File: src/verilog/pid_macros.svh
`ifndef PID_MACROS_SVH
`define PID_MACROS_SVH

// Channel and source counts
`define PID_N_CHAN 4
`define PID_W_CHAN 2
`define PID_N_SRC  8
`define PID_W_SRC  3

// Datapath widths
`define PID_W_DIN  18    // Signed sample
`define PID_W_COMP 48    // PID arithmetic
`define PID_W_DOUT 32    // Clamped output
`define PID_W_COEF 16    // Gains and output multiplier
`define PID_W_OS   3     // Oversample exponent

// Wishbone widths
`define PID_W_WB   32
`define PID_W_ADR  8

`endif

File: src/verilog/pid_pkg.sv
`include "pid_macros.svh"

package pid_pkg;

    // Register opcode from wb_adr[7:4]
    typedef enum logic [3:0] {
        REG_SRC_MAP  = 4'h0,    // Source in chan field, data[2] enable, data[1:0] channel
        REG_OS       = 4'h1,    // Oversample exponent, clears all sums
        REG_SETPOINT = 4'h2,
        REG_KP       = 4'h3,
        REG_KI       = 4'h4,
        REG_KD       = 4'h5,
        REG_MULT     = 4'h6,
        REG_RSHIFT   = 4'h7,
        REG_MIN      = 4'h8,
        REG_MAX      = 4'h9
    } cfg_reg_e;

    // How much error history a channel holds
    typedef enum logic [1:0] {
        HIST_EMPTY,
        HIST_ONE,
        HIST_FULL
    } pid_state_e;

    // Dispatch and oversample stream
    typedef struct packed {
        logic                         dv;
        logic [`PID_W_CHAN-1:0]       chan;
        logic signed [`PID_W_DIN-1:0] data;
    } sample_t;

    // PID correction stream
    typedef struct packed {
        logic                          dv;
        logic [`PID_W_CHAN-1:0]        chan;
        logic signed [`PID_W_COMP-1:0] data;
    } delta_t;

endpackage
File: src/verilog/cfg_if.sv
`timescale 1ns/10ps
`include "pid_macros.svh"

interface cfg_if;
    import pid_pkg::*;

    logic                 wr_en;     // One-cycle write strobe
    cfg_reg_e             reg_op;    // Target register
    logic [3:0]           chan;      // Channel or source index
    logic [`PID_W_WB-1:0] data;

    // Decoder drives, stages latch what they own
    modport master (output wr_en, reg_op, chan, data);
    modport sink   (input wr_en, reg_op, chan, data);

endinterface

File: src/verilog/instr_dispatch.sv
`timescale 1ns/10ps
`include "pid_macros.svh"

module instr_dispatch (
    input  logic                         clk_in,
    input  logic                         reset,
    input  logic                         src_dv,
    input  logic [`PID_W_SRC-1:0]        src_sel,
    input  logic signed [`PID_W_DIN-1:0] src_data,
    cfg_if.sink                          cfg,
    output pid_pkg::sample_t             sample
);
    import pid_pkg::*;

    logic                   src_en   [`PID_N_SRC];    // Source mapped
    logic [`PID_W_CHAN-1:0] src_chan [`PID_N_SRC];    // Target channel
    logic [`PID_W_SRC-1:0]  wr_src;

    assign wr_src = cfg.chan[`PID_W_SRC-1:0];

    // Source map
    always_ff @(posedge clk_in) begin
        if (reset) begin
            for (int i = 0; i < `PID_N_SRC; i++) begin
                src_en[i] <= 1'b0;
            end
        end else if (cfg.wr_en && cfg.reg_op == REG_SRC_MAP) begin
            src_en[wr_src]   <= cfg.data[2];
            src_chan[wr_src] <= cfg.data[`PID_W_CHAN-1:0];
        end
    end

    // Forward mapped samples, drop the rest
    always_ff @(posedge clk_in) begin
        if (reset) begin
            sample.dv <= 1'b0;
        end else begin
            sample.dv <= src_dv && src_en[src_sel];
        end
        sample.chan <= src_chan[src_sel];
        sample.data <= src_data;
    end

    a_chan_range: assert property (@(posedge clk_in) disable iff (reset)
        sample.dv |-> $past(src_dv) && (sample.chan < `PID_N_CHAN))
        else $error("dispatch output without source or channel out of range");

endmodule

File: src/flat_wrapper.sv
// flat-port wrapper written by rule: the top's interface ports become plain ports
module instr_dispatch_flat import pid_pkg::*;
  (clk_in, reset, src_dv, src_sel, src_data, sample, cfg_wr_en, cfg_reg_op, cfg_chan, cfg_data);
  cfg_if cfg_i ();
  input  logic clk_in;
  input  logic reset;
  input  logic src_dv;
  input  logic [`PID_W_SRC-1:0] src_sel;
  input  logic signed [`PID_W_DIN-1:0] src_data;
  output pid_pkg::sample_t sample;
  input wire logic [$bits(cfg_i.wr_en)-1:0] cfg_wr_en;
  input wire logic [$bits(cfg_i.reg_op)-1:0] cfg_reg_op;
  input wire logic [$bits(cfg_i.chan)-1:0] cfg_chan;
  input wire logic [$bits(cfg_i.data)-1:0] cfg_data;
  assign cfg_i.wr_en = cfg_wr_en;
  assign cfg_i.reg_op = cfg_reg_op;
  assign cfg_i.chan = cfg_chan;
  assign cfg_i.data = cfg_data;
  instr_dispatch u_core (.clk_in(clk_in), .reset(reset), .src_dv(src_dv), .src_sel(src_sel), .src_data(src_data), .cfg(cfg_i), .sample(sample));
endmodule
File: config.mk
export PLATFORM = sky130hd
export DESIGN_NAME = instr_dispatch_flat
export DESIGN_NICKNAME = d
export VERILOG_FILES = /design/src/verilog/pid_pkg.sv /design/src/verilog/cfg_if.sv /design/src/verilog/instr_dispatch.sv /design/src/flat_wrapper.sv
export VERILOG_INCLUDE_DIRS = /design/src /design/src/verilog
export SDC_FILE = /design/constraint.sdc
export NUM_CORES = 1
export LEC_CHECK = 0
export ABC_CLOCK_PERIOD_IN_PS = 2800
export BUFFER_PORTS_ARGS = -buffer_cell sky130_fd_sc_hd__buf_4
export CAP_MARGIN = 10
export CORE_AREA = 2 2 57 70
export CTS_CLUSTER_DIAMETER = 50
export DETAILED_ROUTE_END_ITERATION = 8
export DIE_AREA = 0 0 59 72
export HOLD_SLACK_MARGIN = 0.15
export PLACE_DENSITY = 0.8
export SYNTH_ARGS = -nofsm -noshare
export SYNTH_HDL_FRONTEND = slang
export SYNTH_SLANG_ARGS = --single-unit
File: constraint.sdc
create_clock -name clk_in -period 2.8 [get_ports clk_in]
set_clock_uncertainty 0.1 [all_clocks]
set_input_delay 0.14 -clock clk_in [delete_from_list [all_inputs] [get_ports clk_in]]
set_output_delay 0.14 -clock clk_in [all_outputs]
set_load 0.03 [all_outputs]
==> flow_metrics.tcl <==
set metrics [dict create \
    wl_per_cell_um 16.1 \
    hp-start "src_sel[1]" \
    status "finished, final reports clean" \
    cts-root-buf "clkbuf_8" \
    ys_seq_area_share_pct 73.2 \
    synth_mux_area_share_pct 10.4 \
    cts_max_level 2 \
    worstMarginPinSlew_ns 0.511 \
    synth_top_family_by_area "multiplexers" \
    critPathKind "in -> reg" \
    core_um2 3540 \
    path_common_cell "dlygate4sd3_1" \
    reg2reg_depth 4 \
    ant_nets 0 \
    r2r_slack_ns 0.97 \
    slew_headroom_pct 65.0 \
    antennaDiodeCount 0 \
    worst_path_max_delay_cell "dlygate4sd3_1" \
    start_util_pct 44.0 \
    synth_compound_area_share_pct 5.38 \
    grt_first_pass_wirelength_um 5620 \
    crit_required_ns 2.89 \
    synthCells 96 \
    layout-drive-gt1-share_pct 38.5 \
    p_leak_nw 0.921 \
    clockBufferDepth 2 \
    netlist_area_um2 1560 \
    hpwl_um 2070 \
    grt_pass1_vias 1215 \
    synth_cell_types 23 \
    numCtsBuffers 5 \
    die_w_um 59 \
    setup_slack_ns 0.954 \
    fill_cells 252 \
    min_path_cells 3 \
    drcViolationCount 0 \
    mostFrequentLayoutCells "buf_4 (55), edfxtp_1 (24), dlygate4sd3_1 (23)" \
    dp_slack_ns 1.12 \
    worstReg2RegStart "u_core.src_en[0]" \
    postCtsSetupRepairBufs 0 \
    synth-seq-cells 45 \
    finalWirelength_um 3520 \
    path_clk_slew_ns 0.08 \
    power_density_nw_per_um2 556 \
    layout_commonest_cell "buf_4" \
    synthXorXnorAreaFrac_pct 0 \
    yosys.area_share.simple_pct 9.55 \
    antenna_found_initial 0 \
    irDropWorstVdd_v 0.000510 \
    critPathArrivalTime_ns 1.94 \
    maxSlewViolCount 0 \
    min_period_ns 1.85 \
    r2r-end "u_core.sample[20]" \
    synthAdderAreaFrac_pct 0 \
    vias 1085 \
    critPathLaunchType "input pin" \
    final_nets 243 \
    cp-end-kind "register" \
    clock-sinks 45 \
    synth.avg_cell_area_um2 16.2 \
    synth_warnings 0 \
    ctsResizeCount 0 \
    whs_endpoint "u_core.sample[19]" \
    fmax_ghz 0.542 \
    min_period_over_period_pct 65.9 \
    detail_route.vias_per_cell 4.98 \
    hold_viol_final 0 \
    num_rows 24 \
    cpPeakStageDelay_ns 0.57 \
    setup_viol 0 \
    synth_nets 161 \
    cts_tree "done" \
    dr.pass1.iters 4 \
    grt.overflow.total 0 \
    cp_cell_sequence "dlygate4sd3_1, buf_4, a2111oi_0, a2111oi_2, dlygate4sd3_1" \
    max_cap_viol_count 0 \
    insertion_delay_ns 0.30 \
    portBuffers 55 \
    io_pins 86 \
    areaGrowthSynthToFinish_pct 48.6 \
    grt_use_total_pct 18.8 \
    grt_max_degree 15 \
    rsz0062_at_grt "false" \
    drtIter0Drc 20 \
    routabilityCongestion 0.669 \
    critPathMaxFanout 5 \
    die-area_um2 4250 \
    die_h_um 72 \
    hold_class "in -> reg" \
    hold_buffers 23 \
    fin_tns_setup_ns 0 \
]
## cell families after synthesis
logic type,Yosys count
flops,45
simple gates,29
compound gates,10
mux,8
buf+inv,4
## per-stage QoR
step | std cells | utilization, % | area, um^2 | hold slack [ns] | total power (W)
after global routing | 218 | 65.4 | 2320 | 0.188 | 0.00133
final | 218 | 65.4 | 2320 | 0.174 | 0.00129
after floorplan | 96 | - | 1560 | 0.0677 | 0.000804
after global placement | 187 | 56.5 | 2000 | 0.144 | 0.000873
after detailed placement | 187 | 56.5 | 2000 | 0.145 | 0.000877
after CTS | 218 | 65.4 | 2320 | 0.178 | 0.00128
## flip-flops by register name, indices dropped and copies added (netlist names)
name and flops:
u_core.sample 21, u_core.src_chan 16, u_core.src_en 8
## worst max path at each step
| stage | from | to | slack (ns) |
|---|---|---|---|
| final | src_sel[2] | u_core.sample[20] | 0.95 |
| after global routing | reset | u_core.src_chan[5][1] | 0.87 |
| after CTS | src_sel[2] | u_core.sample[20] | 0.95 |
| after detailed placement | cfg_reg_op[1] | u_core.src_chan[3][0] | 1.12 |
| after global placement | cfg_reg_op[1] | u_core.src_chan[3][0] | 1.19 |
| after floorplan | cfg_reg_op[1] | u_core.src_chan[1][0] | 1.46 |
## routing by layer
metal  GRT usage, %  routed length [um]  vias up
li1               -                   -      518
met1           19.0                1300      497
met2           31.4                1750       58
met3           8.20                 348       12
met4           11.1                 123        0
met5              0                   0        -
## cells in the mapped netlist (all sizes together)
master / number / area [um^2]
a2111oi: 2 / 23.8
buf: 3 / 20.0
dfxtp: 21 / 420
edfxtp: 24 / 721
inv: 1 / 3.75
mux2: 3 / 33.8
mux4: 5 / 128
nand2: 1 / 3.75
nand2b: 3 / 18.8
nand3: 1 / 5.00
nand3b: 1 / 7.51
nand4: 1 / 6.26
nand4b: 1 / 8.76
nor2: 16 / 60.1
nor2b: 2 / 12.5
nor3b: 1 / 7.51
nor4: 1 / 12.5
o21bai: 8 / 60.1
or2: 1 / 6.26
## cell type report
| type | instances | area, um^2 | area share (%) |
|---|---|---|---|
| flip-flops and latches | 45 | 1140 | 49.2 |
| repair buffers | 78 | 643 | 27.8 |
| multi-input cells | 47 | 394 | 17.0 |
| clock buffers | 6 | 72.6 | 3.13 |
| well taps | 39 | 48.8 | 2.11 |
| clock inverters | 2 | 13.8 | 0.594 |
| inverters | 1 | 3.75 | 0.162 |
## worst max-delay path: cells and delay by family
family	cells	cell delay, ns
buf+inv	3	1.27
compound gates	2	0.54
## power breakdown
part           leakage, nW  internal (W)  switching [W]
Combinational        0.482     0.0000898      0.0000781
Clock               0.0417      0.000177       0.000221
Sequential           0.397      0.000716     0.00000653
Total                0.921      0.000983       0.000306
Power figures use the tool's default switching activity.
