===== src/verilog/pid_macros.svh =====
`ifndef PID_MACROS_SVH
`define PID_MACROS_SVH

// Channel and source counts
`define PID_N_CHAN 4
`define PID_W_CHAN 2
`define PID_N_SRC  8
`define PID_W_SRC  3

// Datapath widths
`define PID_W_DIN  18    // Signed sample
`define PID_W_COMP 48    // PID arithmetic
`define PID_W_DOUT 32    // Clamped output
`define PID_W_COEF 16    // Gains and output multiplier
`define PID_W_OS   3     // Oversample exponent

// Wishbone widths
`define PID_W_WB   32
`define PID_W_ADR  8

`endif


===== src/verilog/pid_pkg.sv =====
`include "pid_macros.svh"

package pid_pkg;

    // Register opcode from wb_adr[7:4]
    typedef enum logic [3:0] {
        REG_SRC_MAP  = 4'h0,    // Source in chan field, data[2] enable, data[1:0] channel
        REG_OS       = 4'h1,    // Oversample exponent, clears all sums
        REG_SETPOINT = 4'h2,
        REG_KP       = 4'h3,
        REG_KI       = 4'h4,
        REG_KD       = 4'h5,
        REG_MULT     = 4'h6,
        REG_RSHIFT   = 4'h7,
        REG_MIN      = 4'h8,
        REG_MAX      = 4'h9
    } cfg_reg_e;

    // How much error history a channel holds
    typedef enum logic [1:0] {
        HIST_EMPTY,
        HIST_ONE,
        HIST_FULL
    } pid_state_e;

    // Dispatch and oversample stream
    typedef struct packed {
        logic                         dv;
        logic [`PID_W_CHAN-1:0]       chan;
        logic signed [`PID_W_DIN-1:0] data;
    } sample_t;

    // PID correction stream
    typedef struct packed {
        logic                          dv;
        logic [`PID_W_CHAN-1:0]        chan;
        logic signed [`PID_W_COMP-1:0] data;
    } delta_t;

endpackage

===== src/verilog/cfg_if.sv =====
`timescale 1ns/10ps
`include "pid_macros.svh"

interface cfg_if;
    import pid_pkg::*;

    logic                 wr_en;     // One-cycle write strobe
    cfg_reg_e             reg_op;    // Target register
    logic [3:0]           chan;      // Channel or source index
    logic [`PID_W_WB-1:0] data;

    // Decoder drives, stages latch what they own
    modport master (output wr_en, reg_op, chan, data);
    modport sink   (input wr_en, reg_op, chan, data);

endinterface


===== src/verilog/output_filter.sv =====
`timescale 1ns/10ps
`include "pid_macros.svh"

module output_filter (
    input  logic                          clk_in,
    input  logic                          reset,
    input  pid_pkg::delta_t               delta,
    cfg_if.sink                           cfg,
    output logic                          out_dv,
    output logic [`PID_W_CHAN-1:0]        out_chan,
    output logic signed [`PID_W_DOUT-1:0] out_data
);
    import pid_pkg::*;

    localparam int W_RS   = 6;                             // Shift up to 63
    localparam int W_PROD = `PID_W_COMP + `PID_W_COEF;    // delta * mult

    logic signed [`PID_W_COEF-1:0] mult    [`PID_N_CHAN];
    logic [W_RS-1:0]               rshift  [`PID_N_CHAN];
    logic signed [`PID_W_DOUT-1:0] out_min [`PID_N_CHAN];
    logic signed [`PID_W_DOUT-1:0] out_max [`PID_N_CHAN];
    logic signed [`PID_W_DOUT-1:0] acc     [`PID_N_CHAN];    // Running output
    logic [`PID_W_CHAN-1:0]        wr_chan;
    logic signed [W_PROD-1:0]      scaled;
    logic signed [W_PROD-1:0]      sum;
    logic signed [`PID_W_DOUT-1:0] clamped;

    logic                          s1_dv;
    logic [`PID_W_CHAN-1:0]        s1_chan;
    logic signed [W_PROD-1:0]      s1_val;
    logic signed [`PID_W_DOUT-1:0] s1_acc;

    assign wr_chan = cfg.chan[`PID_W_CHAN-1:0];
    assign scaled  = (W_PROD'(delta.data) * W_PROD'(mult[delta.chan])) >>> rshift[delta.chan];
    assign sum     = W_PROD'(s1_acc) + s1_val;

    // Saturate to the channel limits
    always_comb begin
        if (sum < W_PROD'(out_min[s1_chan])) begin
            clamped = out_min[s1_chan];
        end else if (sum > W_PROD'(out_max[s1_chan])) begin
            clamped = out_max[s1_chan];
        end else begin
            clamped = sum[`PID_W_DOUT-1:0];
        end
    end

    always_ff @(posedge clk_in) begin
        if (reset) begin
            for (int i = 0; i < `PID_N_CHAN; i++) begin
                mult[i]    <= '0;
                rshift[i]  <= '0;
                out_min[i] <= '0;
                out_max[i] <= '0;
            end
        end else if (cfg.wr_en) begin
            case (cfg.reg_op)
                REG_MULT:   mult[wr_chan]    <= cfg.data[`PID_W_COEF-1:0];
                REG_RSHIFT: rshift[wr_chan]  <= cfg.data[W_RS-1:0];
                REG_MIN:    out_min[wr_chan] <= cfg.data[`PID_W_DOUT-1:0];
                REG_MAX:    out_max[wr_chan] <= cfg.data[`PID_W_DOUT-1:0];
                default:    ;
            endcase
        end
    end

    // ------------------------------
    // Stage 1: scale, fetch output
    // ------------------------------
    always_ff @(posedge clk_in) begin
        if (reset) begin
            s1_dv <= 1'b0;
        end else begin
            s1_dv <= delta.dv;
        end
        s1_chan <= delta.chan;
        s1_val  <= scaled;
        // Same channel in stage 2 takes the value being stored
        s1_acc  <= (s1_dv && s1_chan == delta.chan) ? clamped : acc[delta.chan];
    end

    // ------------------------------
    // Stage 2: accumulate and present
    // ------------------------------
    always_ff @(posedge clk_in) begin
        if (reset) begin
            out_dv <= 1'b0;
            for (int i = 0; i < `PID_N_CHAN; i++) begin
                acc[i] <= '0;
            end
        end else begin
            out_dv <= s1_dv;
            if (s1_dv) begin
                acc[s1_chan] <= clamped;
            end
        end
        out_chan <= s1_chan;
        out_data <= clamped;
    end

    a_out_limits: assert property (@(posedge clk_in) disable iff (reset)
        out_dv && $past(out_min[s1_chan] <= out_max[s1_chan]) |->
            out_data >= $past(out_min[s1_chan]) && out_data <= $past(out_max[s1_chan]))
        else $error("out_data outside channel limits");

endmodule


===== src/flat_wrapper.sv =====
// flat-port wrapper written by rule: the top's interface ports become plain ports
module output_filter_flat import pid_pkg::*;
  (clk_in, reset, delta, out_dv, out_chan, out_data, cfg_wr_en, cfg_reg_op, cfg_chan, cfg_data);
  cfg_if cfg_i ();
  input  logic clk_in;
  input  logic reset;
  input  pid_pkg::delta_t delta;
  output logic out_dv;
  output logic [`PID_W_CHAN-1:0] out_chan;
  output logic signed [`PID_W_DOUT-1:0] out_data;
  input wire logic [$bits(cfg_i.wr_en)-1:0] cfg_wr_en;
  input wire logic [$bits(cfg_i.reg_op)-1:0] cfg_reg_op;
  input wire logic [$bits(cfg_i.chan)-1:0] cfg_chan;
  input wire logic [$bits(cfg_i.data)-1:0] cfg_data;
  assign cfg_i.wr_en = cfg_wr_en;
  assign cfg_i.reg_op = cfg_reg_op;
  assign cfg_i.chan = cfg_chan;
  assign cfg_i.data = cfg_data;
  output_filter u_core (.clk_in(clk_in), .reset(reset), .delta(delta), .cfg(cfg_i), .out_dv(out_dv), .out_chan(out_chan), .out_data(out_data));
endmodule

===== config.mk =====
export PLATFORM = sky130hd
export DESIGN_NAME = output_filter_flat
export DESIGN_NICKNAME = d
export VERILOG_FILES = /design/src/verilog/pid_pkg.sv /design/src/verilog/cfg_if.sv /design/src/verilog/output_filter.sv /design/src/flat_wrapper.sv
export VERILOG_INCLUDE_DIRS = /design/src /design/src/verilog
export SDC_FILE = /design/constraint.sdc
export NUM_CORES = 2
export LEC_CHECK = 0
export BUFFER_PORTS_ARGS = -buffer_cell sky130_fd_sc_hd__buf_4
export CORE_AREA = 2 2 397 399
export DETAILED_ROUTE_END_ITERATION = 12
export DIE_AREA = 0 0 399 401
export PLACE_DENSITY_LB_ADDON = 0.25
export SLEW_MARGIN = 30
export SYNTH_ARGS = -nofsm -noshare
export SYNTH_HDL_FRONTEND = slang
export SYNTH_SLANG_ARGS = --single-unit

===== constraint.sdc =====
create_clock -name clk_in -period 12.6 [get_ports clk_in]
set_input_delay 2.52 -clock clk_in [delete_from_list [all_inputs] [get_ports clk_in]]
set_output_delay 2.52 -clock clk_in [all_outputs]
set_load 0.05 [all_outputs]

==> run_results.csv <==
group,metric,value,unit
clock_network,clk_path_buf_depth,3,
setup_path,path_buf_inv,8,
global_routing,grtUsageTotal,22.15,%
placement,dp_hpwl,132.3,mm
cells_and_area,register_area,0.01686,sq mm
setup_path,worst_ep_required_time,13.09,ns
setup_path,cpMostUsedCell,"fa_1",
placement,placedCellCount,8202,
synthesis,synth_edf_count,472,
floorplan,start_util,39.74,%
clock_network,clk_latency,0.66,ns
timing,hold_viol,0,
clock_network,ctsResizeCount,0,
synthesis,yosysTopAreaCell,"fa_1",
cells_and_area,num_antenna_cells,0,
setup_path,start_kind,"input pin",
synthesis,yosysSeqAreaShare,27.25,%
synthesis,ys_warn_count,0,
floorplan,die_h,401,microns
synthesis,synth_nets,7430,
clock_network,cts_root_buffer,"clkbuf_16",
timing,period_minus_slack,11.37,ns
setup_path,cp.arrival,11.86,ns
synthesis,synth_ff_type,"edfxtp_1",
route,drt_wl_total,175.2,mm
route,wl_per_cell,21.06,microns
setup_path,critPathLaunch,"delta[49]",
setup_path,cpPeakStageDelay,0.67,ns
timing,fin_skew,0.06627,ns
timing,relSlewSlack,30.61,%
cells_and_area,nFillCells,15060,
setup_path,timing.rr.start,"u_core.s1_acc[0]",
clock_network,cts_setup_buffers,0,
synthesis,yosys-top-cells-area,"fa_1 23%, edfxtp_1 23%, ha_1 6.8%",
timing,final-setup-viol-count,0,
synthesis,postSynth.asyncResetShare,0,%
flow_run,maxCapViolCount,0,
cells_and_area,stdcell_count,8317,
timing,period_share,90.28,%
timing,worst_pin_slew,1.041,ns
setup_path,path_class,"input pin to flip-flop",
setup_path,r2r_slack,2.70,ns
route,drt-vias-per-instance,5.444,
clock_network,htree_levels,2,
floorplan,rows,145,
global_routing,first_global_vias,47400,
timing,clock.fmax,87.91,MHz
synthesis,synth_cells,6289,
route,first_iter_violations,3197,
cells_and_area,layout-drive-gt1-share,9.410,%
synthesis,syn_area,0.06187,sq mm
min_path,min_path_type,"flip-flop to flip-flop",
route,drtPass1Iterations,6,
synthesis,yosys.area.top_type_share,23.01,%
cells_and_area,nets,7349,
synthesis,yosys.cell_count.top_type,"inv_1",
timing,fin_setup_tns,0,ns
setup_path,critical-path-top-delay-family,"compound AO/OA/AOI/OAI gates",
min_path,hp-start,"u_core.acc[0][8]",
clock_network,postCtsHoldBufs,0,
global_routing,grt_overflow,0,
timing,drv_slew,0,
clock_network,cts.sinks,606,
global_routing,grt_start_max_net_pins,88,
clock_network,path_clk_slew,0.07,ns
floorplan,dieArea,0.1600,sq mm
route,drcViolationCount,0,
synthesis,yosysUniqueCellTypes,106,
setup_path,critPathSlowestCell,"mux4_2",
clock_network,cts_tree,"yes",
global_routing,grt_pass1_wl,279.3,mm
setup_path,crit_fanout,21,
timing,rsz0062_at_grt,"false",
placement,gp_congestion,0.9451,
route,vias,45280,
floorplan,pin_count,129,
route,ant_nets,0,
setup_path,cp-end-kind,"flip-flop",
placement,numPortBuffers,126,
clock_network,numCtsBuffers,60,
cells_and_area,area_delta_synth_final,8.528,%
status,status,"complete, no violations",
synthesis,postSynthAreaPerCell,9.837,sq um
floorplan,die_x,399,microns
cells_and_area,multi_input_area,0.04036,sq mm
synthesis,netlist_top_cells_count,"913 x inv_1, 711 x fa_1, 683 x nand2_1, 525 x and2_1, 472 x edfxtp_1",
floorplan,core,0.1557,sq mm
global_routing,antenna_found_initial,1,
synthesis,ys_ff_latch,606,
## flip-flops by register name, summed over array words and instances (netlist names)
register         flops
u_core.s1_dv         1
u_core.s1_chan       2
u_core.out_min     128
u_core.acc         128
u_core.out_dv        1
u_core.s1_acc       32
u_core.out_chan      2
u_core.mult         64
u_core.out_data     32
u_core.rshift       24
u_core.s1_val       64
u_core.out_max     128
## stage by stage
step | utilization, % | area (sq um) | hold slack (ns) | setup WS [ns]
2_1_floorplan | - | 61870 | 0.3547 | 1.567
3_3_place_gp | 41.68 | 64890 | 0.6531 | 0.7138
3_5_place_dp | 41.70 | 64910 | 0.6577 | 0.7632
4_1_cts | 43.10 | 67090 | 0.6703 | 1.415
5_1_grt | 43.13 | 67140 | 0.7003 | 0.9237
6_report | 43.13 | 67140 | 0.6637 | 1.225
## placed cells by master, fill, tap and decap left out, types with 24 or more instances in the layout
cell type	n
dfxtp_1	132
mux2_2	52
or3_1	27
a211oi_1	43
nor2b_1	25
a31oi_1	44
nor2_1	331
xnor2_1	72
nand4_1	64
mux4_2	110
and3_1	116
a21oi_1	199
o21a_1	38
o211ai_1	55
nand2_1	683
nand2b_1	25
fa_1	711
nor3_1	49
a21o_1	124
xor2_1	28
clkbuf_16	64
ha_1	336
o21ai_0	179
inv_1	912
edfxtp_1	472
mux2i_1	108
and2_1	525
buf_4	213
nand3_1	62
a221oi_1	24
o21ai_1	42
## logic make-up after synthesis
logic type	count (synthesis)	synth area share, %
simple gates	1994	15.98
buf+inv	1276	7.847
fa+ha+maj	1047	29.80
compound gates	992	10.92
flops	606	27.25
mux	273	6.767
xor+xnor	101	1.442
## layout make-up
cell class,count,area share [%]
Multi-Input combinational cell,4407,60.11
Sequential cell,606,25.12
Inverter,913,5.104
Tap cell,2058,3.835
Timing Repair Buffer,220,2.601
Clock buffer,78,2.544
Clock inverter,35,0.6914
## worst register-to-register path: cells and delay by family, from the launching register on
kind | cells | cell delay, ns
adders and majority gates | 3 | 0.97
xor gates and xnor gates | 1 | 0.16
muxes | 2 | 1.14
DFF | 1 | 0.33
and+or+nand+nor | 9 | 3.36
AOI/OAI and AO/OA | 11 | 3.29
buffers and inverters | 1 | 0.44
## layer usage
metal  GRT usage, %  up-vias  routed length, microns
met5              0        -                      16
met4          4.788        2                    3598
met3          1.934      188                    7400
met2          38.26     1115                   87350
met1          30.18    23100                   76800
li1               -    20880                       -
## final timing paths
kind / end / cells after the start
setup / recovery: u_core.s1_val[9] / 29
hold / removal: u_core.s1_acc[8] / 3
setup reg to reg: u_core.s1_acc[12] / 27
hold reg to reg: u_core.s1_acc[8] / 3
Power is left out: the tool's default activity adds up to more than one toggle a clock period on the data nets, which glitch-free logic cannot reach.
