<file path="src/verilog/pid_macros.svh">
`ifndef PID_MACROS_SVH
`define PID_MACROS_SVH

// Channel and source counts
`define PID_N_CHAN 4
`define PID_W_CHAN 2
`define PID_N_SRC  8
`define PID_W_SRC  3

// Datapath widths
`define PID_W_DIN  18    // Signed sample
`define PID_W_COMP 48    // PID arithmetic
`define PID_W_DOUT 32    // Clamped output
`define PID_W_COEF 16    // Gains and output multiplier
`define PID_W_OS   3     // Oversample exponent

// Wishbone widths
`define PID_W_WB   32
`define PID_W_ADR  8

`endif

</file>
<file path="src/verilog/pid_pkg.sv">
`include "pid_macros.svh"

package pid_pkg;

    // Register opcode from wb_adr[7:4]
    typedef enum logic [3:0] {
        REG_SRC_MAP  = 4'h0,    // Source in chan field, data[2] enable, data[1:0] channel
        REG_OS       = 4'h1,    // Oversample exponent, clears all sums
        REG_SETPOINT = 4'h2,
        REG_KP       = 4'h3,
        REG_KI       = 4'h4,
        REG_KD       = 4'h5,
        REG_MULT     = 4'h6,
        REG_RSHIFT   = 4'h7,
        REG_MIN      = 4'h8,
        REG_MAX      = 4'h9
    } cfg_reg_e;

    // How much error history a channel holds
    typedef enum logic [1:0] {
        HIST_EMPTY,
        HIST_ONE,
        HIST_FULL
    } pid_state_e;

    // Dispatch and oversample stream
    typedef struct packed {
        logic                         dv;
        logic [`PID_W_CHAN-1:0]       chan;
        logic signed [`PID_W_DIN-1:0] data;
    } sample_t;

    // PID correction stream
    typedef struct packed {
        logic                          dv;
        logic [`PID_W_CHAN-1:0]        chan;
        logic signed [`PID_W_COMP-1:0] data;
    } delta_t;

endpackage
</file>
<file path="src/verilog/cfg_if.sv">
`timescale 1ns/10ps
`include "pid_macros.svh"

interface cfg_if;
    import pid_pkg::*;

    logic                 wr_en;     // One-cycle write strobe
    cfg_reg_e             reg_op;    // Target register
    logic [3:0]           chan;      // Channel or source index
    logic [`PID_W_WB-1:0] data;

    // Decoder drives, stages latch what they own
    modport master (output wr_en, reg_op, chan, data);
    modport sink   (input wr_en, reg_op, chan, data);

endinterface

</file>
<file path="src/verilog/pid_filter.sv">
`timescale 1ns/10ps
`include "pid_macros.svh"

module pid_filter (
    input  logic             clk_in,
    input  logic             reset,
    input  pid_pkg::sample_t sample_in,
    cfg_if.sink              cfg,
    output pid_pkg::delta_t  delta
);
    import pid_pkg::*;

    localparam int W_ERR  = `PID_W_DIN + 1;    // setpoint - x
    localparam int W_DIF  = `PID_W_DIN + 3;    // e - 2e1 + e2
    localparam int W_COMP = `PID_W_COMP;

    logic signed [`PID_W_DIN-1:0]  setpoint [`PID_N_CHAN];
    logic signed [`PID_W_COEF-1:0] kp       [`PID_N_CHAN];
    logic signed [`PID_W_COEF-1:0] ki       [`PID_N_CHAN];
    logic signed [`PID_W_COEF-1:0] kd       [`PID_N_CHAN];
    logic signed [W_ERR-1:0]       e1       [`PID_N_CHAN];    // Last error
    logic signed [W_ERR-1:0]       e2       [`PID_N_CHAN];    // One before
    pid_state_e                    hist     [`PID_N_CHAN];
    logic [`PID_W_CHAN-1:0]        wr_chan;
    logic signed [W_ERR-1:0]       e;
    logic signed [W_ERR-1:0]       e1_eff;
    logic signed [W_ERR-1:0]       e2_eff;

    logic                   p1_dv;
    logic [`PID_W_CHAN-1:0] p1_chan;
    logic signed [W_DIF-1:0] p1_dp;    // Proportional difference
    logic signed [W_DIF-1:0] p1_di;    // Integral term, the error itself
    logic signed [W_DIF-1:0] p1_dd;    // Second difference

    assign wr_chan = cfg.chan[`PID_W_CHAN-1:0];
    assign e       = W_ERR'(setpoint[sample_in.chan]) - W_ERR'(sample_in.data);

    // Missing history reads as zero
    assign e1_eff = (hist[sample_in.chan] != HIST_EMPTY) ? e1[sample_in.chan] : '0;
    assign e2_eff = (hist[sample_in.chan] == HIST_FULL) ? e2[sample_in.chan] : '0;

    // Coefficient registers
    always_ff @(posedge clk_in) begin
        if (reset) begin
            for (int i = 0; i < `PID_N_CHAN; i++) begin
                setpoint[i] <= '0;
                kp[i]       <= '0;
                ki[i]       <= '0;
                kd[i]       <= '0;
            end
        end else if (cfg.wr_en) begin
            case (cfg.reg_op)
                REG_SETPOINT: setpoint[wr_chan] <= cfg.data[`PID_W_DIN-1:0];
                REG_KP:       kp[wr_chan]       <= cfg.data[`PID_W_COEF-1:0];
                REG_KI:       ki[wr_chan]       <= cfg.data[`PID_W_COEF-1:0];
                REG_KD:       kd[wr_chan]       <= cfg.data[`PID_W_COEF-1:0];
                default:      ;
            endcase
        end
    end

    // ------------------------------
    // Stage 1: error terms and history
    // ------------------------------
    always_ff @(posedge clk_in) begin
        if (reset) begin
            p1_dv <= 1'b0;
            for (int i = 0; i < `PID_N_CHAN; i++) begin
                hist[i] <= HIST_EMPTY;
            end
        end else begin
            p1_dv <= sample_in.dv;
            if (sample_in.dv) begin
                hist[sample_in.chan] <= (hist[sample_in.chan] == HIST_EMPTY) ?
                                        HIST_ONE : HIST_FULL;
            end
        end
        if (sample_in.dv) begin
            e1[sample_in.chan] <= e;
            e2[sample_in.chan] <= e1_eff;
        end
        p1_chan <= sample_in.chan;
        p1_dp   <= W_DIF'(e) - W_DIF'(e1_eff);
        p1_di   <= W_DIF'(e);
        p1_dd   <= W_DIF'(e) - (W_DIF'(e1_eff) <<< 1) + W_DIF'(e2_eff);
    end

    // ------------------------------
    // Stage 2: weighted sum
    // ------------------------------
    always_ff @(posedge clk_in) begin
        if (reset) begin
            delta.dv <= 1'b0;
        end else begin
            delta.dv <= p1_dv;
        end
        delta.chan <= p1_chan;
        delta.data <= W_COMP'(kp[p1_chan]) * W_COMP'(p1_dp)
                    + W_COMP'(ki[p1_chan]) * W_COMP'(p1_di)
                    + W_COMP'(kd[p1_chan]) * W_COMP'(p1_dd);
    end

    a_stage_gap: assert property (@(posedge clk_in) disable iff (reset)
        delta.dv == $past(p1_dv))
        else $error("PID stage 2 valid out of step with stage 1");

endmodule

</file>
<file path="src/flat_wrapper.sv">
// flat-port wrapper written by rule: the top's interface ports become plain ports
module pid_filter_flat import pid_pkg::*;
  (clk_in, reset, sample_in, delta, cfg_wr_en, cfg_reg_op, cfg_chan, cfg_data);
  cfg_if cfg_i ();
  input  logic clk_in;
  input  logic reset;
  input  pid_pkg::sample_t sample_in;
  output pid_pkg::delta_t delta;
  input wire logic [$bits(cfg_i.wr_en)-1:0] cfg_wr_en;
  input wire logic [$bits(cfg_i.reg_op)-1:0] cfg_reg_op;
  input wire logic [$bits(cfg_i.chan)-1:0] cfg_chan;
  input wire logic [$bits(cfg_i.data)-1:0] cfg_data;
  assign cfg_i.wr_en = cfg_wr_en;
  assign cfg_i.reg_op = cfg_reg_op;
  assign cfg_i.chan = cfg_chan;
  assign cfg_i.data = cfg_data;
  pid_filter u_core (.clk_in(clk_in), .reset(reset), .sample_in(sample_in), .cfg(cfg_i), .delta(delta));
endmodule
</file>
<file path="config.mk">
export PLATFORM = sky130hd
export DESIGN_NAME = pid_filter_flat
export DESIGN_NICKNAME = d
export VERILOG_FILES = /design/src/verilog/pid_pkg.sv /design/src/verilog/cfg_if.sv /design/src/verilog/pid_filter.sv /design/src/flat_wrapper.sv
export VERILOG_INCLUDE_DIRS = /design/src /design/src/verilog
export SDC_FILE = /design/constraint.sdc
export NUM_CORES = 2
export LEC_CHECK = 0
export ABC_AREA = 0
export BUFFER_PORTS_ARGS = -buffer_cell sky130_fd_sc_hd__buf_2
export CORE_AREA = 3 3 354 356
export CTS_CLUSTER_SIZE = 28
export DETAILED_ROUTE_END_ITERATION = 6
export DIE_AREA = 0 0 357 359
export PLACE_DENSITY = 0.66
export REMOVE_ABC_BUFFERS = 1
export SETUP_SLACK_MARGIN = 0.2
export SLEW_MARGIN = 20
export SYNTH_ARGS = -nofsm -noshare
export SYNTH_HDL_FRONTEND = slang
export SYNTH_SLANG_ARGS = --single-unit
export TNS_END_PERCENT = 30
</file>
<file path="constraint.sdc">
create_clock -name clk_in -period 12.1 [get_ports clk_in]
set_clock_uncertainty 0.2 [all_clocks]
set_input_delay 1.815 -clock clk_in [delete_from_list [all_inputs] [get_ports clk_in]]
set_output_delay 1.815 -clock clk_in [all_outputs]
set_load 0.03 [all_outputs]
</file>
==> flow_metrics.env <==
export IMPL_n_antenna_cell=0
export IMPL_initial_core_util=0.5008
export IMPL_period_needed_ps=10800
export IMPL_root_buffer="clkbuf_16"
export IMPL_cts_resized=0
export IMPL_slew_viol_final=0
export IMPL_hold_path_depth=1
export IMPL_nNetsFinal=7305
export IMPL_multi_input_area_um2=40510
export IMPL_cts_sinks=538
export IMPL_critPathCaptureType="flop"
export IMPL_cts_buffers=57
export IMPL_synthFlopType="edfxtp_1"
export IMPL_r2r_end="u_core.delta[46]"
export IMPL_antenna_found_initial=4
export IMPL_ant_nets=0
export IMPL_tns_ps=0
export IMPL_synth_edff_count=424
export IMPL_grt_usage=0.2322
export IMPL_fillers=10690
export IMPL_clk_pin_slew_ps=60
export IMPL_whs_ps=267.3
export IMPL_drtIter0Drc=2591
export IMPL_grt_overflow=0
export IMPL_htreeDepth=2
export IMPL_drt_first_pass_iters=5
export IMPL_core_um2=122000
export IMPL_dp_cells=7430
export IMPL_yosysMostFrequentCell="inv_1"
export IMPL_crit_slowest_cell="mux4_2"
export IMPL_fp_row_count=128
export IMPL_finalNonFillerCells=7537
export IMPL_via_per_inst=5.324
export IMPL_yosysWarnings=0
export IMPL_dieHeight_um=359
export IMPL_cts_setup_buffers=0
export IMPL_drv_cap=0
export IMPL_reg2regPathDepth=34
export IMPL_worstPathArrival_ps=11190
export IMPL_num_vias=40130
export IMPL_cp_start_kind="flop"
export IMPL_clock_fmax_mhz=92.57
export IMPL_clock_path_buffers=3
export IMPL_finalCritPeriodShare=0.8927
export IMPL_insertion_delay_ps=650
export IMPL_synthToLayoutAreaGrowth_pct=6.656
export IMPL_tritoncts="done"
export IMPL_rrSetupSlack_ps=1300
export IMPL_syn_avg_cell_area_um2=10.39
export IMPL_crit_top_cell="fa_1"
export IMPL_finalHoldViolCount=0
export IMPL_dieArea_um2=128200
export IMPL_path_max_fanout=26
export IMPL_route_detailed_drc=0
export IMPL_port_buffers=98
export IMPL_netlist_instances=5881
export IMPL_drive_gt1_frac=0.06952
export IMPL_synth_cell_types=75
export IMPL_critPathMaxStageDelay_ps=800
export IMPL_seq_area_um2=15020
export IMPL_rsz0062_at_grt="false"
export IMPL_worstHoldStart="u_core.p1_dv"
export IMPL_cts_hold_buf=0
export IMPL_final_core_util=0.5341
export IMPL_grt_pass1_vias=43080
export IMPL_critPathLaunch="u_core.p1_chan[0]"
export IMPL_wl_per_cell_um=18.99
export IMPL_synth_seq_cells=538
export IMPL_async_reset_ff_frac=0
export IMPL_die_x_um=357
export IMPL_min_to="u_core.delta[50]"
export IMPL_min_path_type="reg -> reg"
export IMPL_worst_pin_slew_ps=1077
export IMPL_globalplace_congestion=0.8731
export IMPL_grt_max_degree=53
export IMPL_outcome="finished clean"
export IMPL_routed_wirelength_mm=143.1
export IMPL_yosysSeqAreaShare=0.2457
export IMPL_synthTopCellsByCount="1258 x inv_1, 1013 x fa_1, 621 x nand2_1"
export IMPL_required_ps=12490
export IMPL_grt_pass1_wl_mm=234.4
export IMPL_io_pins=115
export IMPL_synth_area_um2=61110
export IMPL_synth_largest_area_cell="fa_1"
export IMPL_place_hpwl_mm=111.8
export IMPL_synth_area_top_cells="fa_1 33%, edfxtp_1 21%, inv_1 7.7%, ha_1 7.5%, and2_1 5.9%"
export IMPL_path_class="reg -> reg"
export IMPL_slew_headroom=0.2797
export IMPL_rr_startpoint="u_core.p1_chan[0]"
export IMPL_setup_viol=0
export IMPL_synth_top_cell_area_share=0.3318
==> worst max-delay path by stage <==
stage	to	slack (ps)
final	u_core.delta[46]	1300
after global placement	u_core.delta[46]	1480
after CTS	u_core.delta[46]	1370
after global routing	u_core.delta[36]	470
after detailed placement	u_core.delta[46]	1440
after floorplan	u_core.delta[37]	900
==> placed cells by master, fill, tap and decap left out, types with 58 or more instances in the layout <==
cell and n:
a21o_1 59, a21oi_1 133, and2_1 578, and3_1 86
buf_2 96, buf_4 64, clkbuf_16 58, dfxtp_1 112
edfxtp_1 424, fa_1 1013, ha_1 364, inv_1 1258
mux4_2 85, nand2_1 621, nor2_1 150, xnor2_1 132
==> worst max-delay path, delay by kind of cell (launching register included) <==
| family | cells | cell delay, ps |
|---|---|---|
| mux | 1 | 800 |
| flops | 1 | 700 |
| xor+xnor | 1 | 220 |
| fa+ha+maj | 9 | 4000 |
| simple gates | 6 | 860 |
| compound gates | 14 | 3430 |
| buf+inv | 3 | 480 |
==> area by class of cell <==
type                       instances  share of cell area
sequential                       538              0.2304
clock buffer                      68             0.02300
multi-input combinational       3845              0.6216
inverter                        1261             0.07264
timing repair buffer             161             0.01505
clock inverter                    39            0.006124
tap                             1625             0.03119
==> through the flow <==
step / worst slack [ps] / cell area [um2]
after global placement: 1482 / 63270
final: 1298 / 65180
after detailed placement: 1442 / 63270
after global routing: 474.7 / 65180
after CTS: 1368 / 65170
after floorplan: 903.6 / 60220
==> cells by family (layout without fill, tap and decap cells) <==
kind of cell	count (synthesis)	after routing	share of synthesized area
XOR/XNOR	189	189	0.02709
flip-flops	538	538	0.2457
multiplexers	129	129	0.03896
AO/OA/AOI/OAI	459	459	0.04934
buffers and inverters	1498	1529	0.09209
AND/OR/NAND/NOR	1691	1691	0.1405
adder cells (fa/ha/maj)	1377	1377	0.4064
==> flip-flops by register name, summed over array words and instances (netlist names) <==
| signal | count |
|---|---|
| u_core.ki | 64 |
| u_core.delta | 51 |
| u_core.p1_dp | 20 |
| u_core.e1 | 76 |
| u_core.hist | 8 |
| u_core.p1_dd | 21 |
| u_core.kp | 64 |
| u_core.p1_dv | 1 |
| u_core.e2 | 76 |
| u_core.p1_di | 19 |
| u_core.setpoint | 72 |
| u_core.p1_chan | 2 |
| u_core.kd | 64 |
==> layer usage <==
layer | GRT usage | vias to the layer above | part of all wire
met1 | 0.3042 | 20770 | 0.42
met3 | 0.02151 | 195 | 0.044
li1 | - | 18200 | -
met2 | 0.4063 | 964 | 0.50
met4 | 0.07547 | 2 | 0.038
met5 | 0 | - | 0.000084
Power is left out: the tool's default activity adds up to more than one toggle a clock period on the data nets, which glitch-free logic cannot reach.
