==> config.mk <==
export PLATFORM = sky130hd
export DESIGN_NAME = cfg_decoder_flat
export DESIGN_NICKNAME = d
export VERILOG_FILES = /design/src/verilog/pid_pkg.sv /design/src/verilog/cfg_if.sv /design/src/verilog/cfg_decoder.sv /design/src/flat_wrapper.sv
export VERILOG_INCLUDE_DIRS = /design/src /design/src/verilog
export SDC_FILE = /design/constraint.sdc
export NUM_CORES = 1
export LEC_CHECK = 0
export ABC_AREA = 1
export BUFFER_PORTS_ARGS = -buffer_cell sky130_fd_sc_hd__buf_2
export CAP_MARGIN = 10
export CORE_MARGIN = 2
export CORE_UTILIZATION = 30
export CTS_CLUSTER_DIAMETER = 200
export DETAILED_ROUTE_END_ITERATION = 12
export PLACE_DENSITY = 0.8
export SETUP_SLACK_MARGIN = 0.05
export SYNTH_ARGS = -nofsm -noshare
export SYNTH_HDL_FRONTEND = slang
export SYNTH_SLANG_ARGS = --single-unit
==> constraint.sdc <==
create_clock -name clk_in -period 0.8 [get_ports clk_in]
set_input_delay 0.12 -clock clk_in [delete_from_list [all_inputs] [get_ports clk_in]]
set_output_delay 0.12 -clock clk_in [all_outputs]
set_load 0.02 [all_outputs]
==> src/verilog/pid_macros.svh <==
`ifndef PID_MACROS_SVH
`define PID_MACROS_SVH

// Channel and source counts
`define PID_N_CHAN 4
`define PID_W_CHAN 2
`define PID_N_SRC  8
`define PID_W_SRC  3

// Datapath widths
`define PID_W_DIN  18    // Signed sample
`define PID_W_COMP 48    // PID arithmetic
`define PID_W_DOUT 32    // Clamped output
`define PID_W_COEF 16    // Gains and output multiplier
`define PID_W_OS   3     // Oversample exponent

// Wishbone widths
`define PID_W_WB   32
`define PID_W_ADR  8

`endif

==> src/verilog/pid_pkg.sv <==
`include "pid_macros.svh"

package pid_pkg;

    // Register opcode from wb_adr[7:4]
    typedef enum logic [3:0] {
        REG_SRC_MAP  = 4'h0,    // Source in chan field, data[2] enable, data[1:0] channel
        REG_OS       = 4'h1,    // Oversample exponent, clears all sums
        REG_SETPOINT = 4'h2,
        REG_KP       = 4'h3,
        REG_KI       = 4'h4,
        REG_KD       = 4'h5,
        REG_MULT     = 4'h6,
        REG_RSHIFT   = 4'h7,
        REG_MIN      = 4'h8,
        REG_MAX      = 4'h9
    } cfg_reg_e;

    // How much error history a channel holds
    typedef enum logic [1:0] {
        HIST_EMPTY,
        HIST_ONE,
        HIST_FULL
    } pid_state_e;

    // Dispatch and oversample stream
    typedef struct packed {
        logic                         dv;
        logic [`PID_W_CHAN-1:0]       chan;
        logic signed [`PID_W_DIN-1:0] data;
    } sample_t;

    // PID correction stream
    typedef struct packed {
        logic                          dv;
        logic [`PID_W_CHAN-1:0]        chan;
        logic signed [`PID_W_COMP-1:0] data;
    } delta_t;

endpackage
==> src/verilog/cfg_if.sv <==
`timescale 1ns/10ps
`include "pid_macros.svh"

interface cfg_if;
    import pid_pkg::*;

    logic                 wr_en;     // One-cycle write strobe
    cfg_reg_e             reg_op;    // Target register
    logic [3:0]           chan;      // Channel or source index
    logic [`PID_W_WB-1:0] data;

    // Decoder drives, stages latch what they own
    modport master (output wr_en, reg_op, chan, data);
    modport sink   (input wr_en, reg_op, chan, data);

endinterface

==> src/verilog/cfg_decoder.sv <==
`timescale 1ns/10ps
`include "pid_macros.svh"

module cfg_decoder (
    input  logic                  clk_in,
    input  logic                  reset,
    input  logic                  wb_cyc,
    input  logic                  wb_stb,
    input  logic                  wb_we,
    input  logic [`PID_W_ADR-1:0] wb_adr,
    input  logic [`PID_W_WB-1:0]  wb_wdata,
    output logic [`PID_W_WB-1:0]  wb_rdata,
    output logic                  wb_ack,
    cfg_if.master                 cfg
);
    import pid_pkg::*;

    logic req;    // Request seen and not yet acked

    assign req      = wb_cyc && wb_stb && !wb_ack;
    assign wb_rdata = '0;    // Write-only register space

    // ------------------------------
    // Handshake
    // ------------------------------
    always_ff @(posedge clk_in) begin
        if (reset) begin
            wb_ack    <= 1'b0;
            cfg.wr_en <= 1'b0;
        end else begin
            wb_ack    <= req;             // Cleared ack blocks a repeat
            cfg.wr_en <= req && wb_we;    // Lines up with ack
        end
    end

    // Address split into opcode and index
    always_ff @(posedge clk_in) begin
        cfg.reg_op <= cfg_reg_e'(wb_adr[7:4]);
        cfg.chan   <= wb_adr[3:0];
        cfg.data   <= wb_wdata;
    end

    a_ack_needs_req: assert property (@(posedge clk_in) disable iff (reset)
        $rose(wb_ack) |-> $past(wb_cyc && wb_stb))
        else $error("wb_ack raised without cyc and stb");

endmodule

==> src/flat_wrapper.sv <==
// flat-port wrapper written by rule: the top's interface ports become plain ports
module cfg_decoder_flat import pid_pkg::*;
  (clk_in, reset, wb_cyc, wb_stb, wb_we, wb_adr, wb_wdata, wb_rdata, wb_ack, cfg_wr_en, cfg_reg_op, cfg_chan, cfg_data);
  cfg_if cfg_i ();
  input  logic clk_in;
  input  logic reset;
  input  logic wb_cyc;
  input  logic wb_stb;
  input  logic wb_we;
  input  logic [`PID_W_ADR-1:0] wb_adr;
  input  logic [`PID_W_WB-1:0] wb_wdata;
  output logic [`PID_W_WB-1:0] wb_rdata;
  output logic wb_ack;
  output wire logic [$bits(cfg_i.wr_en)-1:0] cfg_wr_en;
  output wire logic [$bits(cfg_i.reg_op)-1:0] cfg_reg_op;
  output wire logic [$bits(cfg_i.chan)-1:0] cfg_chan;
  output wire logic [$bits(cfg_i.data)-1:0] cfg_data;
  assign cfg_wr_en = cfg_i.wr_en;
  assign cfg_reg_op = cfg_i.reg_op;
  assign cfg_chan = cfg_i.chan;
  assign cfg_data = cfg_i.data;
  cfg_decoder u_core (.clk_in(clk_in), .reset(reset), .wb_cyc(wb_cyc), .wb_stb(wb_stb), .wb_we(wb_we), .wb_adr(wb_adr), .wb_wdata(wb_wdata), .wb_rdata(wb_rdata), .wb_ack(wb_ack), .cfg(cfg_i));
endmodule
==> impl_metrics.prom <==
# TYPE chip_impl_metric gauge
chip_impl_info{name="status",value="finished, violations left"} 1
chip_impl_info{name="failed_checks",value="negative setup slack"} 1
chip_impl_metric{name="core.rowCount",unit=""} 22
chip_impl_metric{name="detailroute.via_count",unit=""} 933
chip_impl_info{name="critical_path.startpoint",value="u_core.cfg.data[22]$_DFF_P_"} 1
chip_impl_metric{name="fin_area",unit="sq um"} 2302
chip_impl_metric{name="htreeDepth",unit=""} 2
chip_impl_metric{name="clock_insertion_delay_worst_skew",unit="ps"} 280
chip_impl_info{name="most_common_cell_after_layout_fill_and_taps_aside",value="sky130_fd_sc_hd__buf_2"} 1
chip_impl_metric{name="num_io_pins",unit=""} 119
chip_impl_metric{name="area_growth",unit="%"} 106.7
chip_impl_metric{name="floorplan.initialDensity",unit="%"} 30.88
chip_impl_metric{name="via_per_inst",unit=""} 3.548
chip_impl_info{name="critical-path-top-delay-family",value="flip-flops"} 1
chip_impl_metric{name="drt.antenna.violating_nets",unit=""} 0
chip_impl_metric{name="hold_viol",unit=""} 0
chip_impl_metric{name="yosys.area_share.xor_xnor",unit="%"} 0
chip_impl_metric{name="gr-total-overflow",unit=""} 0
chip_impl_metric{name="timing.critical_path.fanout_max",unit=""} 1
chip_impl_metric{name="diodes",unit=""} 0
chip_impl_metric{name="place_hpwl",unit="microns"} 1782
chip_impl_metric{name="number_of_global_route_vias_before_repair",unit=""} 1023
chip_impl_metric{name="post_synth_num_cell_types",unit=""} 7
chip_impl_metric{name="combinational_power_share",unit="%"} 16.9
chip_impl_metric{name="netlist_instances",unit=""} 82
chip_impl_metric{name="timing.final.setup_violations",unit=""} 42
chip_impl_metric{name="yosys-mux-area-fraction",unit="%"} 0
chip_impl_metric{name="internal_power",unit="mW"} 3.560
chip_impl_info{name="worstSetupEndpointType",value="primary output"} 1
chip_impl_metric{name="max_freq",unit="GHz"} 1.146
chip_impl_info{name="cts_tree",value="yes"} 1
chip_impl_metric{name="power.sequential.fraction",unit="%"} 48.9
chip_impl_info{name="crit_path_end",value="cfg_data[22]"} 1
chip_impl_metric{name="grt_util_all_layers",unit="%"} 17.29
chip_impl_metric{name="finish.utilization",unit="%"} 63.84
chip_impl_metric{name="power.static_leakage",unit="nW"} 1.135
chip_impl_metric{name="power.switching",unit="mW"} 1.116
chip_impl_info{name="synth_top_family_by_area",value="buffers and inverters"} 1
chip_impl_metric{name="synth.yosys.warnings",unit=""} 0
chip_impl_metric{name="numPortBuffers",unit=""} 86
chip_impl_metric{name="floorplan.core_area",unit="sq um"} 3606
chip_impl_info{name="worstReg2RegEnd",value="u_core.cfg.wr_en$_SDFF_PP0_"} 1
chip_impl_metric{name="detail_route.wl_per_cell",unit="microns"} 13.55
chip_impl_metric{name="worst-path-stages",unit=""} 1
chip_impl_metric{name="cts_setup_buffers",unit=""} 0
chip_impl_metric{name="peak_supply_drop",unit="mV"} 1.551
chip_impl_metric{name="detail_route.drc_violations",unit=""} 0
chip_impl_metric{name="layout_worst_path_cycle_share",unit="%"} 109.1
chip_impl_metric{name="die_y",unit="microns"} 64.93
chip_impl_metric{name="synthAdderAreaFrac",unit="%"} 0
chip_impl_metric{name="post-route-min-period",unit="ps"} 872.6
chip_impl_metric{name="worst_ep_required",unit="ps"} 680
chip_impl_metric{name="setup_total_negative_slack",unit="ps"} -2131
chip_impl_metric{name="p_clk_share",unit="%"} 34.2
chip_impl_metric{name="setup_slack",unit="ps"} -72.63
chip_impl_metric{name="grt_start_max_net_pins",unit=""} 13
chip_impl_metric{name="dieWidth",unit="microns"} 64.93
chip_impl_metric{name="num-nets-final",unit=""} 259
chip_impl_metric{name="crit_arrival",unit="ps"} 750
chip_impl_metric{name="critPathMaxStageDelay",unit="ps"} 350
chip_impl_metric{name="detailedRoute.firstPassIterationCount",unit=""} 3
chip_impl_metric{name="max_cap_viol_count",unit=""} 0
chip_impl_info{name="crit-reg2reg-launch",value="u_core.wb_ack$_SDFF_PP0_"} 1
chip_impl_metric{name="synth_compound_gate_area_share",unit="%"} 0
chip_impl_metric{name="drt-total-wl",unit="microns"} 3563
chip_impl_metric{name="r2r_cells",unit=""} 3
chip_impl_info{name="crit_path_cell_trace",value="buf_6"} 1
chip_impl_metric{name="slew_violations",unit=""} 0
chip_impl_metric{name="synth.avg_cell_area",unit="sq um"} 13.58
chip_impl_info{name="cts_root_buffer",value="sky130_fd_sc_hd__clkbuf_8"} 1
chip_impl_info{name="layout_common_cells",value="sky130_fd_sc_hd__buf_2, sky130_fd_sc_hd__buf_6, sky130_fd_sc_hd__dfxtp_2, sky130_fd_sc_hd__dlygate4sd3_1, sky130_fd_sc_hd__conb_1"} 1
chip_impl_info{name="holdCritPathClass",value="input pin to register"} 1
chip_impl_metric{name="ys_seq_elements",unit=""} 42
chip_impl_metric{name="post_synth_simple_gate_area",unit="%"} 1.573
chip_impl_metric{name="setup.reg_to_reg.worst_slack",unit="ps"} 160
chip_impl_metric{name="sw_frac_of_total",unit="%"} 23.87
chip_impl_metric{name="grt_first_pass_wirelength",unit="microns"} 4933
chip_impl_metric{name="dpl-instance-area",unit="sq um"} 1480
chip_impl_metric{name="cts_sinks",unit=""} 42
chip_impl_metric{name="place.gp.congestion",unit=""} 0.6663
chip_impl_metric{name="worst-path-buf-inv",unit=""} 1
chip_impl_metric{name="design_power_total",unit="mW"} 4.677
chip_impl_info{name="grt_setup_unrepaired",value="true"} 1
chip_impl_metric{name="cts.reportedPaths.clkPinSlew",unit="ps"} 70
chip_impl_metric{name="layout-drive-gt1-share",unit="%"} 62.79
chip_impl_metric{name="grt_antenna_before_repair",unit=""} 0
chip_impl_metric{name="netlist_area_before_placement",unit="sq um"} 1114
chip_impl_metric{name="power_density",unit="nW/um^2"} 2031
chip_impl_metric{name="die_area",unit="sq um"} 4215
chip_impl_info{name="cpMaxStageDelayCell",value="sky130_fd_sc_hd__dfxtp_2"} 1
chip_impl_metric{name="ys_seq_area_share",unit="%"} 75.51
chip_impl_info{name="startpoint_type",value="register"} 1
chip_impl_metric{name="worst_clock_skew",unit="ps"} 0.06078
chip_impl_metric{name="layout.filler_cells",unit=""} 280
chip_impl_metric{name="numCtsBuffers",unit=""} 5
chip_impl_info{name="criticalPathCategory",value="register to primary output"} 1
chip_impl_metric{name="drt_iter0_drc",unit=""} 26
chip_impl_metric{name="clock_path_buffers",unit=""} 2
state kept, by name, summed over array words and instances (netlist names):
signal / flops
u_core.cfg.data: 32
u_core.wb_ack: 1
u_core.cfg.reg_op: 4
u_core.cfg.chan: 4
u_core.cfg.wr_en: 1
repair_timing:
| action | 4_1_cts | 5_1_grt |
|---|---|---|
| gates resized for setup | 125 | 1 |
| setup endpoints to repair | 42 | 42 |
| hold buffers | 40 | 0 |
| endpoints found under the hold margin | 40 | 0 |
metal layers:
metal  track usage [%]  vias to the layer above  part of all wire [%]
met5                 0                        -                     0
met4             9.309                        0                   3.2
met3             6.250                        8                   6.6
met2             39.05                       63                    64
met1             10.46                      421                    26
li1                  -                      441                     -
synth_stat cells:
library cell              instances  area share [%]
sky130_fd_sc_hd__nor2_2           1            0.56
sky130_fd_sc_hd__dfxtp_1         42              76
sky130_fd_sc_hd__nand2_1          2            0.67
sky130_fd_sc_hd__inv_1            3             1.0
sky130_fd_sc_hd__conb_1           1            0.34
sky130_fd_sc_hd__buf_4           32              22
sky130_fd_sc_hd__nor2_1           1            0.34
cell type report:
class / count / area, sq um / share of cell area, %
clock buffers: 7 / 76.32 / 3.315
well taps: 48 / 60.06 / 2.609
repair buffers: 126 / 1094 / 47.50
inverters: 3 / 11.26 / 0.4891
multi-input cells: 36 / 137.6 / 5.978
flip-flops and latches: 42 / 893.4 / 38.80
clock inverters: 1 / 30.03 / 1.304
power groups by stage:
| stage | sequential, mW | clock (mW) | combinational, mW |
|---|---|---|---|
| after floorplan | 2.42 | 0 | 0.257 |
| after global placement | 2.27 | 0 | 0.487 |
| after detailed placement | 2.28 | 0 | 0.494 |
| after CTS | 2.28 | 1.63 | 0.770 |
| after global routing | 2.29 | 1.76 | 0.830 |
| final | 2.29 | 1.60 | 0.790 |
per-stage QoR:
stage	worst slack, ps	cells	hold slack, ps
after global placement	215.9	215	222.1
after global routing	-107.1	263	32.21
final	-72.63	263	48.55
after floorplan	90.47	113	147.7
after CTS	-66.46	263	35.76
after detailed placement	205.9	215	223.6
how the worst min path moves through the flow:
| stage | from | end | slack [ps] | cells after the start |
|---|---|---|---|---|
| finish | wb_we | u_core.cfg.wr_en$_SDFF_PP0_ | 50 | 3 |
| global route | wb_we | u_core.cfg.wr_en$_SDFF_PP0_ | 30 | 3 |
| CTS | wb_we | u_core.cfg.wr_en$_SDFF_PP0_ | 40 | 3 |
| detailed placement | wb_wdata[26] | u_core.cfg.data[26]$_DFF_P_ | 220 | 1 |
| global placement | wb_wdata[17] | u_core.cfg.data[17]$_DFF_P_ | 220 | 1 |
| floorplan | wb_adr[0] | u_core.cfg.chan[0]$_DFF_P_ | 150 | 0 |
cell families (layout without fill, tap and decap cells):
group | after synthesis | after routing
simple gates | 4 | 4
other cells | 1 | 32
flops | 42 | 42
buf+inv | 35 | 137
Note: power is estimated with default switching activity, not from simulation.
